<file path="config.mk">
export PLATFORM = sky130hd
export DESIGN_NAME = lv_bist_top
export DESIGN_NICKNAME = d
export VERILOG_FILES = /design/src/logic/lv_pkg.sv /design/src/logic/lv_bist_top.sv /design/src/logic/lv_owt_tx.sv /design/src/logic/lv_scan_reg_bank.sv /design/src/logic/lv_reg_arb.sv /design/src/logic/lv_scan_chk.sv /design/src/logic/lv_lbist.sv
export VERILOG_INCLUDE_DIRS = /design/src /design/src/logic
export SDC_FILE = /design/constraint.sdc
export NUM_CORES = 1
export LEC_CHECK = 0
export BUFFER_PORTS_ARGS = -buffer_cell sky130_fd_sc_hd__buf_2
export CORE_MARGIN = 5
export CORE_UTILIZATION = 37
export CTS_BUF_LIST = sky130_fd_sc_hd__clkbuf_2
export CTS_CLUSTER_SIZE = 28
export DETAILED_ROUTE_END_ITERATION = 8
export GPL_TIMING_DRIVEN = 1
export HOLD_SLACK_MARGIN = 0.02
export PLACE_DENSITY_LB_ADDON = 0.08
export SKIP_CTS_REPAIR_TIMING = 1
export SYNTH_ARGS = -nofsm -noshare
export SYNTH_HDL_FRONTEND = slang
export SYNTH_SLANG_ARGS = --single-unit
</file>
<file path="constraint.sdc">
create_clock -name i_clk -period 7.55 [get_ports i_clk]
set_clock_uncertainty 0.2 [all_clocks]
set_input_delay 0.3775 -clock i_clk [delete_from_list [all_inputs] [get_ports i_clk]]
set_output_delay 0.3775 -clock i_clk [all_outputs]
set_load 0.05 [all_outputs]
</file>
<file path="src/logic/lv_macros.svh">
/*
 * size, count and timing constants of the low-voltage BIST
 * bank geometry, one-wire frame format, pass threshold, timeout window
 */
`ifndef LV_MACROS_SVH
`define LV_MACROS_SVH

// register bank
`define LV_SCAN_REG_NUM     8
`define LV_REG_W            8

// one-wire link
`define LV_OWT_BIT_CYC      4
`define LV_OWT_FRAME_W      8
`define LV_OWT_FRAME_BASE   4'hA

// self-test sequencing
`define LV_BIST_OWT_TX_NUM  4
`define LV_BIST_OWT_OK_NUM  3
`define LV_BIST_TMO_CYC     400

`endif
</file>
<file path="src/logic/lv_pkg.sv">
/*
 * shared types of the low-voltage BIST
 * register word, register index, one-wire transmitter states
 */
`include "lv_macros.svh"

package lv_pkg;

    // one bank word
    typedef logic [`LV_REG_W-1:0] lv_reg_t;

    // bank index
    typedef logic [$clog2(`LV_SCAN_REG_NUM)-1:0] lv_addr_t;

    typedef enum logic [1:0] {
        OWT_IDLE,
        OWT_FRAME,
        OWT_RESP
    } owt_state_e;

endpackage

</file>
<file path="src/logic/lv_bist_top.sv">
/*
 * low-voltage BIST top level
 * sequencer, scan checker, arbiter, register bank, one-wire transmitter
 */
module lv_bist_top import lv_pkg::*; (
    input  logic     i_clk,
    input  logic     i_rst_n,
    input  logic     i_bist_en,
    input  logic     i_host_we,
    input  logic     i_host_re,
    input  lv_addr_t i_host_addr,
    input  lv_reg_t  i_host_wdata,
    input  logic     i_host_flip_par,
    output lv_reg_t  o_host_rdata,
    output logic     o_host_rvalid,
    output logic     o_host_par_err,
    output logic     o_owt,
    input  logic     i_owt_rx,
    output logic     o_lv_bist_fail
);

    logic     bist_scan_req;
    logic     scan_ack;
    logic     scan_err;
    logic     owt_tx_req;
    logic     owt_rx_ack;
    logic     owt_rx_status;
    logic     chk_re;
    lv_addr_t chk_addr;
    logic     chk_gnt;
    logic     chk_rvalid;
    logic     bank_we;
    logic     bank_re;
    lv_addr_t bank_addr;
    lv_reg_t  bank_wdata;
    logic     bank_flip_par;
    logic     bank_rvalid;

    lv_lbist i_lv_lbist (
        .i_clk                 (i_clk),
        .i_rst_n               (i_rst_n),
        .i_bist_en             (i_bist_en),
        .o_bist_scan_reg_req   (bist_scan_req),
        .i_scan_reg_bist_ack   (scan_ack),
        .i_scan_reg_bist_err   (scan_err),
        .o_bist_wdg_owt_tx_req (owt_tx_req),
        .i_owt_rx_ack          (owt_rx_ack),
        .i_owt_rx_status       (owt_rx_status),
        .o_lv_bist_fail        (o_lv_bist_fail)
    );

    // parity error is shared by host and checker
    lv_scan_chk i_lv_scan_chk (
        .i_clk        (i_clk),
        .i_rst_n      (i_rst_n),
        .i_bist_en    (i_bist_en),
        .i_scan_req   (bist_scan_req),
        .o_scan_ack   (scan_ack),
        .o_scan_err   (scan_err),
        .o_chk_re     (chk_re),
        .o_chk_addr   (chk_addr),
        .i_chk_gnt    (chk_gnt),
        .i_rd_par_err (o_host_par_err),
        .i_rd_valid   (chk_rvalid)
    );

    lv_reg_arb i_lv_reg_arb (
        .i_host_we       (i_host_we),
        .i_host_re       (i_host_re),
        .i_host_addr     (i_host_addr),
        .i_host_wdata    (i_host_wdata),
        .i_host_flip_par (i_host_flip_par),
        .i_chk_re        (chk_re),
        .i_chk_addr      (chk_addr),
        .o_chk_gnt       (chk_gnt),
        .o_bank_we       (bank_we),
        .o_bank_re       (bank_re),
        .o_bank_addr     (bank_addr),
        .o_bank_wdata    (bank_wdata),
        .o_bank_flip_par (bank_flip_par),
        .i_clk           (i_clk),
        .i_rst_n         (i_rst_n),
        .i_bank_rvalid   (bank_rvalid),
        .o_host_rvalid   (o_host_rvalid),
        .o_chk_rvalid    (chk_rvalid)
    );

    lv_scan_reg_bank i_lv_scan_reg_bank (
        .i_clk      (i_clk),
        .i_rst_n    (i_rst_n),
        .i_we       (bank_we),
        .i_re       (bank_re),
        .i_addr     (bank_addr),
        .i_wdata    (bank_wdata),
        .i_flip_par (bank_flip_par),
        .o_rdata    (o_host_rdata),
        .o_rvalid   (bank_rvalid),
        .o_par_err  (o_host_par_err)
    );

    lv_owt_tx i_lv_owt_tx (
        .i_clk       (i_clk),
        .i_rst_n     (i_rst_n),
        .i_tx_req    (owt_tx_req),
        .o_owt       (o_owt),
        .i_owt_rx    (i_owt_rx),
        .o_rx_ack    (owt_rx_ack),
        .o_rx_status (owt_rx_status)
    );

endmodule

</file>
<file path="src/logic/lv_owt_tx.sv">
/*
 * one-wire frame transmitter
 * start bit plus base/sequence frame, MSB first,
 * then one response bit period sampled at its last cycle
 */
`include "lv_macros.svh"

module lv_owt_tx import lv_pkg::*; (
    input  logic i_clk,
    input  logic i_rst_n,
    input  logic i_tx_req,
    output logic o_owt,
    input  logic i_owt_rx,
    output logic o_rx_ack,
    output logic o_rx_status
);

    localparam int SEQ_W   = `LV_OWT_FRAME_W - 4;
    localparam int CYC_W   = $clog2(`LV_OWT_BIT_CYC);
    localparam int BIT_W   = $clog2(`LV_OWT_FRAME_W + 1);
    localparam int LAST_CYC = `LV_OWT_BIT_CYC - 1;

    owt_state_e                state;
    logic [CYC_W-1:0]          cyc_cnt;
    logic [BIT_W-1:0]          bit_cnt;
    // start bit on top of the frame
    logic [`LV_OWT_FRAME_W:0]  shreg;
    logic [SEQ_W-1:0]          seq_num;
    logic                      bit_end;

    assign bit_end = (cyc_cnt == CYC_W'(LAST_CYC));
    // line released high outside the frame
    assign o_owt   = (state == OWT_FRAME) ? shreg[`LV_OWT_FRAME_W] : 1'b1;

    always_ff @(posedge i_clk or negedge i_rst_n) begin
        if (!i_rst_n) begin
            state       <= OWT_IDLE;
            cyc_cnt     <= '0;
            bit_cnt     <= '0;
            shreg       <= '1;
            seq_num     <= '0;
            o_rx_ack    <= 1'b0;
            o_rx_status <= 1'b0;
        end else begin
            o_rx_ack <= 1'b0;
            case (state)
                OWT_IDLE: begin
                    // request is still high during the ack cycle
                    if (i_tx_req && !o_rx_ack) begin
                        state   <= OWT_FRAME;
                        cyc_cnt <= '0;
                        bit_cnt <= '0;
                        shreg   <= {1'b0, `LV_OWT_FRAME_BASE, seq_num};
                    end
                end
                OWT_FRAME: begin
                    cyc_cnt <= cyc_cnt + 1'b1;
                    if (bit_end) begin
                        cyc_cnt <= '0;
                        shreg   <= {shreg[`LV_OWT_FRAME_W-1:0], 1'b1};
                        if (bit_cnt == BIT_W'(`LV_OWT_FRAME_W)) begin
                            state <= OWT_RESP;
                        end else begin
                            bit_cnt <= bit_cnt + 1'b1;
                        end
                    end
                end
                OWT_RESP: begin
                    cyc_cnt <= cyc_cnt + 1'b1;
                    if (bit_end) begin
                        // high here is a refusal
                        o_rx_status <= i_owt_rx;
                        o_rx_ack    <= 1'b1;
                        seq_num     <= seq_num + 1'b1;
                        cyc_cnt     <= '0;
                        state       <= OWT_IDLE;
                    end
                end
                default: begin
                    state <= OWT_IDLE;
                end
            endcase
        end
    end

endmodule

</file>
<file path="src/logic/lv_scan_reg_bank.sv">
/*
 * parity-protected configuration register bank
 * single port, one-cycle read with parity check,
 * write with optional inverted parity for fault injection
 */
`include "lv_macros.svh"

module lv_scan_reg_bank import lv_pkg::*; (
    input  logic     i_clk,
    input  logic     i_rst_n,
    input  logic     i_we,
    input  logic     i_re,
    input  lv_addr_t i_addr,
    input  lv_reg_t  i_wdata,
    input  logic     i_flip_par,
    output lv_reg_t  o_rdata,
    output logic     o_rvalid,
    output logic     o_par_err
);

    lv_reg_t regs [`LV_SCAN_REG_NUM];
    logic    par  [`LV_SCAN_REG_NUM];

    // ==============================
    // storage
    // ==============================
    always_ff @(posedge i_clk or negedge i_rst_n) begin
        if (!i_rst_n) begin
            // zero data, even parity
            for (int i = 0; i < `LV_SCAN_REG_NUM; i++) begin
                regs[i] <= '0;
                par[i]  <= 1'b0;
            end
        end else if (i_we) begin
            regs[i_addr] <= i_wdata;
            par[i_addr]  <= (^i_wdata) ^ i_flip_par;
        end
    end

    // ==============================
    // read port
    // ==============================
    always_ff @(posedge i_clk) begin
        if (i_re) begin
            o_rdata   <= regs[i_addr];
            o_par_err <= (^regs[i_addr]) ^ par[i_addr];
        end
    end

    always_ff @(posedge i_clk or negedge i_rst_n) begin
        if (!i_rst_n) begin
            o_rvalid <= 1'b0;
        end else begin
            o_rvalid <= i_re;
        end
    end

endmodule

</file>
<file path="src/logic/lv_reg_arb.sv">
/*
 * bank port arbiter
 * fixed priority with the host first, read owner tracking
 * for return of the bank read-valid
 */
module lv_reg_arb import lv_pkg::*; (
    input  logic     i_host_we,
    input  logic     i_host_re,
    input  lv_addr_t i_host_addr,
    input  lv_reg_t  i_host_wdata,
    input  logic     i_host_flip_par,
    input  logic     i_chk_re,
    input  lv_addr_t i_chk_addr,
    output logic     o_chk_gnt,
    output logic     o_bank_we,
    output logic     o_bank_re,
    output lv_addr_t o_bank_addr,
    output lv_reg_t  o_bank_wdata,
    output logic     o_bank_flip_par,
    input  logic     i_clk,
    input  logic     i_rst_n,
    input  logic     i_bank_rvalid,
    output logic     o_host_rvalid,
    output logic     o_chk_rvalid
);

    logic host_acc;
    logic rd_owner_chk;

    assign host_acc        = i_host_we | i_host_re;
    assign o_chk_gnt       = i_chk_re & ~host_acc;

    assign o_bank_we       = i_host_we;
    assign o_bank_re       = i_host_re | o_chk_gnt;
    assign o_bank_addr     = host_acc ? i_host_addr : i_chk_addr;
    assign o_bank_wdata    = i_host_wdata;
    assign o_bank_flip_par = i_host_flip_par & i_host_we;

    // who issued the read now returning
    always_ff @(posedge i_clk or negedge i_rst_n) begin
        if (!i_rst_n) begin
            rd_owner_chk <= 1'b0;
        end else begin
            rd_owner_chk <= o_chk_gnt;
        end
    end

    assign o_host_rvalid = i_bank_rvalid & ~rd_owner_chk;
    assign o_chk_rvalid  = i_bank_rvalid & rd_owner_chk;

endmodule

</file>
<file path="src/logic/lv_scan_chk.sv">
/*
 * scan checker
 * walks the bank indexes, one read per scan request,
 * answers with an ack pulse and the parity error of that register
 */
module lv_scan_chk import lv_pkg::*; (
    input  logic     i_clk,
    input  logic     i_rst_n,
    input  logic     i_bist_en,
    input  logic     i_scan_req,
    output logic     o_scan_ack,
    output logic     o_scan_err,
    output logic     o_chk_re,
    output lv_addr_t o_chk_addr,
    input  logic     i_chk_gnt,
    input  logic     i_rd_par_err,
    input  logic     i_rd_valid
);

    lv_addr_t idx;
    // a check is in flight from request accept to ack
    logic     busy;

    assign o_chk_addr = idx;

    always_ff @(posedge i_clk or negedge i_rst_n) begin
        if (!i_rst_n) begin
            idx        <= '0;
            busy       <= 1'b0;
            o_chk_re   <= 1'b0;
            o_scan_ack <= 1'b0;
            o_scan_err <= 1'b0;
        end else if (!i_bist_en) begin
            idx        <= '0;
            busy       <= 1'b0;
            o_chk_re   <= 1'b0;
            o_scan_ack <= 1'b0;
            o_scan_err <= 1'b0;
        end else begin
            o_scan_ack <= i_rd_valid & busy;
            o_scan_err <= i_rd_valid & busy & i_rd_par_err;
            if (o_scan_ack) begin
                busy <= 1'b0;
            end else if (i_scan_req && !busy) begin
                busy     <= 1'b1;
                o_chk_re <= 1'b1;
            end
            // hold the read until the arbiter lets it through
            if (o_chk_re && i_chk_gnt) begin
                o_chk_re <= 1'b0;
            end
            if (i_rd_valid && busy) begin
                idx <= idx + 1'b1;
            end
        end
    end

endmodule

</file>
<file path="src/logic/lv_lbist.sv">
/*
 * self-test sequencer
 * scan and one-wire request levels, ack counters,
 * scan error latch, timeout counter and pass/fail verdict
 */
`include "lv_macros.svh"

module lv_lbist import lv_pkg::*; (
    input  logic i_clk,
    input  logic i_rst_n,
    input  logic i_bist_en,
    output logic o_bist_scan_reg_req,
    input  logic i_scan_reg_bist_ack,
    input  logic i_scan_reg_bist_err,
    output logic o_bist_wdg_owt_tx_req,
    input  logic i_owt_rx_ack,
    input  logic i_owt_rx_status,
    output logic o_lv_bist_fail
);

    localparam int SCAN_CNT_W = $clog2(`LV_SCAN_REG_NUM + 1);
    localparam int TX_CNT_W   = $clog2(`LV_BIST_OWT_TX_NUM + 1);
    localparam int TMO_CNT_W  = $clog2(`LV_BIST_TMO_CYC);

    logic [SCAN_CNT_W-1:0] scan_cnt;
    logic                  scan_err_seen;
    logic [TX_CNT_W-1:0]   owt_tx_cnt;
    logic [TX_CNT_W-1:0]   owt_ok_cnt;
    logic [TMO_CNT_W-1:0]  tmo_cnt;
    logic                  tmo_sat;
    logic                  fail_rule;

    assign tmo_sat   = (tmo_cnt == TMO_CNT_W'(`LV_BIST_TMO_CYC - 1));
    assign fail_rule = scan_err_seen | (owt_ok_cnt < TX_CNT_W'(`LV_BIST_OWT_OK_NUM));

    // ==============================
    // scan checks
    // ==============================
    always_ff @(posedge i_clk or negedge i_rst_n) begin
        if (!i_rst_n) begin
            scan_cnt      <= '0;
            scan_err_seen <= 1'b0;
        end else if (!i_bist_en) begin
            scan_cnt      <= '0;
            scan_err_seen <= 1'b0;
        end else if (i_scan_reg_bist_ack) begin
            if (scan_cnt != SCAN_CNT_W'(`LV_SCAN_REG_NUM)) begin
                scan_cnt <= scan_cnt + 1'b1;
            end
            if (i_scan_reg_bist_err) begin
                scan_err_seen <= 1'b1;
            end
        end
    end

    // drops for one cycle after each ack
    always_ff @(posedge i_clk or negedge i_rst_n) begin
        if (!i_rst_n) begin
            o_bist_scan_reg_req <= 1'b0;
        end else if (i_scan_reg_bist_ack) begin
            o_bist_scan_reg_req <= 1'b0;
        end else begin
            o_bist_scan_reg_req <= i_bist_en &&
                                   (scan_cnt < SCAN_CNT_W'(`LV_SCAN_REG_NUM));
        end
    end

    // ==============================
    // one-wire frames
    // ==============================
    always_ff @(posedge i_clk or negedge i_rst_n) begin
        if (!i_rst_n) begin
            owt_tx_cnt <= '0;
            owt_ok_cnt <= '0;
        end else if (!i_bist_en) begin
            owt_tx_cnt <= '0;
            owt_ok_cnt <= '0;
        end else if (i_owt_rx_ack) begin
            if (owt_tx_cnt != TX_CNT_W'(`LV_BIST_OWT_TX_NUM)) begin
                owt_tx_cnt <= owt_tx_cnt + 1'b1;
            end
            // status 0 means the watchdog took the frame
            if (!i_owt_rx_status && owt_ok_cnt != TX_CNT_W'(`LV_BIST_OWT_TX_NUM)) begin
                owt_ok_cnt <= owt_ok_cnt + 1'b1;
            end
        end
    end

    always_ff @(posedge i_clk or negedge i_rst_n) begin
        if (!i_rst_n) begin
            o_bist_wdg_owt_tx_req <= 1'b0;
        end else if (i_owt_rx_ack) begin
            o_bist_wdg_owt_tx_req <= 1'b0;
        end else begin
            o_bist_wdg_owt_tx_req <= i_bist_en &&
                                     (owt_tx_cnt < TX_CNT_W'(`LV_BIST_OWT_TX_NUM));
        end
    end

    // ==============================
    // timeout and verdict
    // ==============================
    always_ff @(posedge i_clk or negedge i_rst_n) begin
        if (!i_rst_n) begin
            tmo_cnt <= '0;
        end else if (!i_bist_en) begin
            tmo_cnt <= '0;
        end else if (!tmo_sat) begin
            tmo_cnt <= tmo_cnt + 1'b1;
        end
    end

    always_ff @(posedge i_clk or negedge i_rst_n) begin
        if (!i_rst_n) begin
            o_lv_bist_fail <= 1'b0;
        end else begin
            o_lv_bist_fail <= i_bist_en & tmo_sat & fail_rule;
        end
    end

endmodule

</file>
==> results.tsv, run 1 <==
metric	value	unit
status	completed	
fillerInstances	1673	
synth-seq-area-share	0.5431	
worstMarginPinSlew	1.116	ns
dpl_cell_area	6701	um^2
routedWlPerCell	17.28	um
cts_buffers	17	
drt-total-wl	14120	um
synth-edff-count	9	
drtAntennaViolNets	0	
final_util	0.4098	
grt_util_met3	0.03256	
async_flop_share	0.9338	
setup_viol	0	
pin_count	30	
drive_gt1_frac	0.2386	
die-width	141.2	um
syn_nets	572	
syn_area	6370	um^2
grt_max_degree	68	
grt-ovfl-total	0	
grt_pass1_wl	23220	um
path_clk_slew	0.18	ns
nets	611	
cts.sinks	136	
drv_slew	0	
max_freq	302.4	MHz
start_kind	input pin	
regArea	3460	um^2
met1_usage	0.1967	
cts_max_level	4	
slew_headroom	0.2535	
grt_usage	0.1500	
period_share	0.4379	
grt_pass1_vias	4338	
first_iter_violations	204	
row_count	48	
met2_usage	0.2430	
critPathRequiredTime	7.79	ns
die_area	19940	um^2
maxCapViolCount	0	
power_density	257.5	nW/um^2
syn_to_final_growth	10.12	%
vias	4168	
synth-seq-cells	136	
worstHoldPathType	input pin to async pin	
power_leakage	3.109	nW
critPathKind	input pin to register	
antenna_found_initial	1	
initial_utilization	0.3721	
core	17120	um^2
clock_latency	0.68	ns
worstSetupEndpointType	register	
post-route-min-period	3.306	ns
design_area	7014	um^2
rsz0062_at_grt	no	
worstPathArrival	3.55	ns
cts_tree	yes	
worst_ir_drop_vdd	0.1118	mV
tns	0	ns
numPortBuffers	29	
clockBufferDepth	2	
multiInputGateArea	2723	um^2
synth_cells	539	
vias_per_cell	5.102	
ys.flop_type	dfrtp_1	
clk_root_buffer_cell	clkbuf_2	
die_y	141.2	um
yosysUniqueCellTypes	58	
first_pass_iters	4	
drcViolationCount	0	
finalHoldViolCount	0	
grt_busiest_layer	met2	
crit_fanout	26	
syn_area_per_cell	11.82	um^2
place_congestion	0.7258	
detailed_place_hpwl	9363	um
yosys_warnings	0	
==> cells by family after synthesis <==
logic type | share of synthesized area
multiplexers | 0.1332
AO/OA/AOI/OAI | 0.1033
AND/OR/NAND/NOR | 0.1181
XOR/XNOR | 0.04341
adder cells (fa/ha/maj) | 0.02946
buffers and inverters | 0.02946
flip-flops | 0.5431
==> state kept, by name, indices dropped and copies added (netlist names), 2 cells and up <==
register and flops:
i_lv_scan_reg_bank.regs 64, i_lv_lbist.tmo_cnt 9, i_lv_owt_tx.shreg 9, i_lv_scan_reg_bank.o_rdata 8
i_lv_scan_reg_bank.par 8, i_lv_lbist.scan_cnt 4, i_lv_owt_tx.bit_cnt 4, i_lv_owt_tx.seq_num 4
i_lv_lbist.owt_ok_cnt 3, i_lv_lbist.owt_tx_cnt 3, i_lv_scan_chk.o_chk_addr 3, i_lv_owt_tx.cyc_cnt 2
i_lv_owt_tx.state 2
==> cell usage after synthesis, drive strengths merged, types with 15 or more instances <==
| master | count | area [um^2] |
|---|---|---|
| and2 | 15 | 93.84 |
| nor2 | 28 | 112.6 |
| o21ai | 23 | 115.1 |
| xnor2 | 23 | 201.4 |
| inv | 18 | 67.56 |
| mux2 | 60 | 675.7 |
| dfrtp | 118 | 2953 |
| mux2i | 16 | 172.7 |
| nand2 | 44 | 165.2 |
| ha | 15 | 187.7 |
| clkbuf | 18 | 67.56 |
| a21oi | 15 | 75.07 |
==> layer usage <==
metal / part of all wire / vias up
met3: 0.029 / 17
li1: - / 1988
met5: 0 / -
met4: 0.015 / 0
met1: 0.47 / 2087
met2: 0.48 / 76
==> final cells by class <==
cell class,count,area share
clock buffer,24,0.01712
sequential,136,0.4932
inverter,18,0.009633
tap,225,0.04014
timing repair buffer,45,0.04281
antenna,1,0.0003568
multi-input combinational,360,0.3882
clock inverter,8,0.008562
==> placed cells by master, fill, tap and decap left out, types with 4 or more instances in the layout <==
cell           Yosys  routed
nand4_1            5       5
o22a_1             6       6
nand2b_1           7       7
and2_1            15      15
ha_1              15      15
nand2_1           44      44
a22o_1             5       5
buf_2              3      28
a21oi_1           15      15
clkbuf_2           0      24
inv_1             18      18
dfstp_2            9       9
xnor2_1           23      23
clkinv_1           0       4
mux2_2            60      60
o22ai_1           10      10
dfrtp_1          118     118
buf_4              0       4
nor2b_1           10      10
a222oi_1           4       4
or3_1              6       6
dlygate4sd3_1      0      13
o21ai_0           20      20
xor2_1             6       6
edfxtp_1           9       9
nor2_1            27      27
mux2i_1           15      15
and3_1             5       5
nand3_1           12      12
nor3_1             5       5
==> where the power goes <==
group	switching, mW	total (mW)	internal [mW]	leakage, nW
combinational	0.250	0.458	0.208	1.30
sequential	0.0798	0.982	0.902	1.68
clock	0.244	0.366	0.122	0.132
==> worst paths after layout <==
check | startpoint | to | slack [ns] | cells after the start
worst max-delay path | i_host_we | i_lv_scan_reg_bank.o_par_err | 4.24 | 9
worst min-delay path | i_rst_n | i_lv_lbist.tmo_cnt[7] | 0.07 | 2
worst max register to register | i_lv_scan_chk.o_chk_addr[1] | i_lv_scan_reg_bank.o_par_err | 4.44 | 8
worst min register to register | i_lv_lbist.scan_cnt[3] | i_lv_lbist.o_bist_scan_reg_req | 0.29 | 1
max in group asynchronous | i_rst_n | i_lv_scan_reg_bank.regs[41] | 5.68 | 3
min in group i_clk | i_host_addr[0] | i_lv_scan_reg_bank.regs[54] | 0.15 | 4
==> through the flow <==
step	cells	total power, mW	setup WS (ns)	hold WS [ns]
after floorplan	539	1.333	4.760	-0.1181
after global routing	817	1.934	4.179	0.03126
after CTS	803	1.832	4.385	-0.5327
final	817	1.806	4.244	0.06627
after global placement	771	1.439	4.104	0.2609
after detailed placement	771	1.456	4.061	0.2644
==> critical path, cell delays in order <==
cell and delay, ns:
dlygate4sd3_1 0.53, buf_2 0.20, or2_4 0.31, mux2i_4 0.75
mux2_2 0.41, o22a_1 0.23, xor2_1 0.19, xor2_1 0.20
xnor3_1 0.32
No activity file was read; power rests on OpenSTA's default activity.
==> inputs of run 2 (changes only) <==
==> constraint.sdc (replaced) <==
create_clock -name i_clk -period 3 [get_ports i_clk]
set_clock_uncertainty 0.2 [all_clocks]
set_input_delay 0.15 -clock i_clk [delete_from_list [all_inputs] [get_ports i_clk]]
set_output_delay 0.15 -clock i_clk [all_outputs]
set_load 0.05 [all_outputs]
==> run 2 against run 1 <==
Combinational power grew to 2.6 times the previous value. Wire length grew 4.4%. Non-clock buffer count grew 29. Total power grew to 2.7 times the previous value. Sequential cell count is the same. Largest cell class unchanged. Highest routed layer unchanged.
==> results.tsv, run 2 (synthesized netlist as in run 1, its figures left out) <==
metric	value	unit
initial_utilization	0.3721	
grt_pass1_vias	4229	
vias	4327	
power_density	658.6	nW/um^2
worstHoldPathType	input pin to register	
antenna_found_initial	1	
first_pass_iters	4	
vias_per_cell	5.103	
worst_ir_drop_vdd	0.2221	mV
power_switching	1.506	mW
drt-total-wl	14740	um
drive_gt1_frac	0.2641	
seq_power_share	0.512	
period_share	0.9558	
grt_pass1_wl	23240	um
largest_register_ffs	64	
internal-power	3.364	mW
die_area	19940	um^2
drtAntennaViolNets	0	
die_y	141.2	um
worstPathArrival	3.14	ns
cp_common_cell	xnor2_1	
core	17120	um^2
max_freq	348.8	MHz
path_cells	or4b_1 -> o21a_4 -> o22a_1 -> o211ai_1 -> a22oi_2 -> xnor2_1 -> xnor2_1 -> xnor3_1	
setup_viol	0	
biggestRegsByFlops	i_lv_scan_reg_bank.regs: 64 flops, i_lv_lbist.tmo_cnt: 9 flops, i_lv_owt_tx.shreg: 9 flops	
cts.sinks	136	
cts_max_level	4	
critPathKind	register to register	
clock_latency	0.69	ns
maxCapViolCount	0	
critPathRequiredTime	3.28	ns
largest-register	i_lv_scan_reg_bank.regs	
cts_tree	yes	
row_count	48	
path_clk_slew	0.19	ns
swShare	0.3093	
status	completed	
nets	641	
hold_start	i_host_addr[2]	
detailed_place_hpwl	9954	um
reg2reg_from	i_lv_scan_chk.o_chk_addr[2]	
worstMarginPinSlew	0.7565	ns
start_kind	register	
drv_slew	0	
crit_fanout	13	
combPwrFrac	0.244	
rsz0062_at_grt	no	
path_buf_inv	0	
cts_buffers	17	
clockBufferDepth	2	
numPortBuffers	29	
post-route-min-period	2.867	ns
grt-ovfl-total	0	
finalHoldViolCount	0	
first_iter_violations	221	
clk_root_buffer_cell	clkbuf_2	
final_common_cell	dfrtp_1	
grt_usage	0.1511	
cpPeakStageDelay	0.59	ns
slew_headroom	0.4942	
place_congestion	0.8087	
power_leakage	3.263	nW
cp_top_family	XOR/XNOR gates	
drcViolationCount	0	
final_cell_mix	117 x dfrtp_1, 60 x mux2_2, 44 x nand2_1	
tns	0	ns
die-width	141.2	um
grt_max_degree	79	
pre_cts_slack	-0.02551	ns
worstSetupEndpointType	register	
syn_to_final_growth	16.09	%
fin_ws	0.1326	ns
pin_count	30	
critical-path-slowest-cell	or4b_1	
clock_power_share	0.245	
routedWlPerCell	17.38	um
setup.worst_path.start	i_lv_scan_chk.o_chk_addr[2]	
## run 2: worst paths after layout
kind	to	slack, ns	cells past startpoint
max in group asynchronous	i_lv_owt_tx.shreg[4]	1.28	4
worst min-delay path	i_lv_scan_reg_bank.o_rdata[4]	0.09	5
worst max-delay path	i_lv_scan_reg_bank.o_par_err	0.13	8
worst min register to register	i_lv_owt_tx.seq_num[3]	0.29	1
worst max register to register	i_lv_scan_reg_bank.o_par_err	0.13	8
min in group asynchronous	i_lv_lbist.tmo_cnt[7]	0.34	3
## run 2: metrics by stage
step	cell area, um^2	total power, mW	utilization	hold WS (ns)	cells
after floorplan	6370	3.354	-	-0.3456	539
after global placement	6834	3.668	0.3993	-0.1807	787
after detailed placement	6834	3.704	0.3993	-0.1811	787
after CTS	7089	4.902	0.4142	-1.020	819
after global routing	7395	5.157	0.4320	0.05752	848
final	7395	4.870	0.4320	0.09324	848
## run 2: layout make-up
| class | instances | area (um^2) |
|---|---|---|
| diodes | 2 | 5.005 |
| clock inverters | 12 | 155.1 |
| clock buffers | 20 | 100.1 |
| repair buffers | 74 | 563.0 |
| fillers | 1671 | 9722 |
| flip-flops and latches | 136 | 3461 |
| multi-input cells | 361 | 2761 |
| inverters | 18 | 67.56 |
| well taps | 225 | 281.5 |
## run 2: power by group through the flow
| stage | Combinational, mW | Clock, mW | Sequential (mW) |
|---|---|---|---|
| CTS | 1.17 | 1.23 | 2.49 |
| finish | 1.19 | 1.19 | 2.49 |
| global placement | 1.14 | 0 | 2.53 |
| detailed placement | 1.17 | 0 | 2.53 |
| global route | 1.32 | 1.31 | 2.53 |
| floorplan | 0.828 | 0 | 2.53 |
## run 2: tightest hold or removal path, cell delays in order
cell      delay, ns
buf_2          0.14
nand2b_1       0.10
o21ai_1        0.14
buf_4          0.17
a22oi_2        0.17
## run 2: metal layers
metal	vias to the layer above	track usage	routed length, um
met1	2184	0.2024	7010
met2	70	0.2378	6957
met4	0	0.06323	344
met3	25	0.03290	424
met5	-	0	0
li1	2048	-	-
==> inputs of run 3 (changes only) <==
==> constraint.sdc (replaced) <==
create_clock -name i_clk -period 3.2 [get_ports i_clk]
set_clock_uncertainty 0.2 [all_clocks]
set_input_delay 0.16 -clock i_clk [delete_from_list [all_inputs] [get_ports i_clk]]
set_output_delay 0.16 -clock i_clk [all_outputs]
set_load 0.02 [all_outputs]
==> run 3 against run 2 <==
Register-to-register slack better by 0.03 ns. Wire length is 0.49% lower. Worst hold slack worse by 0.018 ns. Critical endpoint unchanged.
==> results.tsv, run 3 (synthesized netlist as in run 1, its figures left out) <==
metric	value	unit
largest-register	i_lv_scan_reg_bank.regs	
first_iter_violations	159	
biggestRegsByFlops	i_lv_scan_reg_bank.regs: 64 flops, i_lv_lbist.tmo_cnt: 9 flops, i_lv_owt_tx.shreg: 9 flops	
period_share	0.9492	
vias_per_cell	5.008	
grt_pass1_vias	4314	
crit_fanout	6	
numPortBuffers	29	
min_path_cells	5	
nets	643	
reg2reg_from	i_lv_scan_chk.o_chk_addr[2]	
design_area	7382	um^2
first_pass_iters	4	
cts_tree	yes	
finalHoldViolCount	0	
row_count	48	
regToRegEndpoint	i_lv_scan_reg_bank.o_par_err	
drtAntennaViolNets	0	
place_congestion	0.7844	
maxCapViolCount	0	
core	17120	um^2
power_density	597.5	nW/um^2
final_common_cell	dfrtp_1	
rr_worst_depth	7	
drcViolationCount	0	
fin_ws	0.1626	ns
slew_headroom	0.4567	
max_freq	329.2	MHz
clockBufferDepth	2	
pre_cts_slack	0.1605	ns
regArea	3460	um^2
worst_ir_drop_vdd	0.2967	mV
setup.worst_path.start	i_lv_scan_chk.o_chk_addr[2]	
holdPathEnd	i_lv_scan_reg_bank.par[5]	
die_y	141.2	um
grt-ovfl-total	0	
hold_start	i_host_flip_par	
vias	4252	
power_leakage	3.251	nW
largest_register_ffs	64	
final_util	0.4313	
r2r_slack	0.16	ns
clock_latency	0.68	ns
worstHoldPathType	input pin to register	
cts_buffers	17	
path_clk_slew	0.19	ns
worstMarginPinSlew	0.8081	ns
syn_to_final_growth	15.89	%
fillerInstances	1651	
clk_root_buffer_cell	clkbuf_2	
status	completed	
dpl.cell_count	780	
cts.sinks	136	
critPathKind	register to register	
grt_usage	0.1541	
final_cell_mix	118 x dfrtp_1, 60 x mux2_2, 44 x nand2_1	
rsz0062_at_grt	no	
initial_utilization	0.3721	
die-width	141.2	um
post-route-min-period	3.037	ns
worstPathArrival	3.30	ns
drt-total-wl	14660	um
dpl_cell_area	6782	um^2
grt_max_degree	69	
worstSetupEndpointType	register	
cts_max_level	4	
grt_pass1_wl	23720	um
stdcell_count	849	
multiInputGateArea	2728	um^2
antenna_found_initial	1	
tns	0	ns
detailed_place_hpwl	9924	um
drive_gt1_frac	0.2440	
pin_count	30	
die_area	19940	um^2
critPathRequiredTime	3.46	ns
setup_viol	0	
drv_slew	0	
start_kind	register	
routedWlPerCell	17.27	um
==> run 3: how the worst max path moves through the flow <==
stage / end / slack (ns) / cells after the start
final: i_lv_scan_reg_bank.o_par_err / 0.16 / 7
after global routing: i_lv_scan_reg_bank.o_par_err / 0.01 / 7
after CTS: i_lv_scan_reg_bank.o_par_err / 0.12 / 8
after detailed placement: i_lv_scan_reg_bank.o_par_err / 0.16 / 7
after global placement: i_lv_scan_reg_bank.o_par_err / 0.24 / 8
after floorplan: i_lv_scan_reg_bank.o_par_err / 0.41 / 9
==> run 3: routing by layer <==
metal	vias to the layer above	share of wire	global-route usage
li1	2056	-	-
met1	2133	0.49	0.2052
met2	54	0.47	0.2498
met3	9	0.030	0.04206
met4	0	0.011	0.03978
met5	-	0	0
==> run 3: power breakdown <==
| part | switching [mW] | internal (mW) | total (mW) |
|---|---|---|---|
| Sequential | 0.202 | 2.13 | 2.33 |
| Clock | 0.591 | 0.429 | 1.02 |
| Combinational | 0.534 | 0.527 | 1.06 |
==> run 3: cell type report <==
| type | count | share of cell area |
|---|---|---|
| sequential | 136 | 0.4686 |
| multi-input combinational | 360 | 0.3695 |
| timing repair buffer | 77 | 0.08271 |
| tap | 225 | 0.03814 |
| clock inverter | 12 | 0.01797 |
| clock buffer | 20 | 0.01356 |
| inverter | 18 | 0.009153 |
| antenna | 1 | 0.0003390 |
==> run 3: worst max-delay path, stage by stage (launching register included) <==
cell and delay, ns:
dfrtp_1 0.50, or4_1 0.60, o31ai_1 0.24, a222oi_1 0.25
mux2_2 0.30, o21ai_1 0.19, xor2_1 0.22, xnor3_1 0.32
==> run 3: per-stage QoR <==
stage / power, mW / hold slack, ns
2_1_floorplan: 3.073 / -0.3356
3_3_place_gp: 3.357 / -0.1683
3_5_place_dp: 3.396 / -0.1682
4_1_cts: 4.438 / -1.011
5_1_grt: 4.719 / 0.02850
6_report: 4.411 / 0.07487
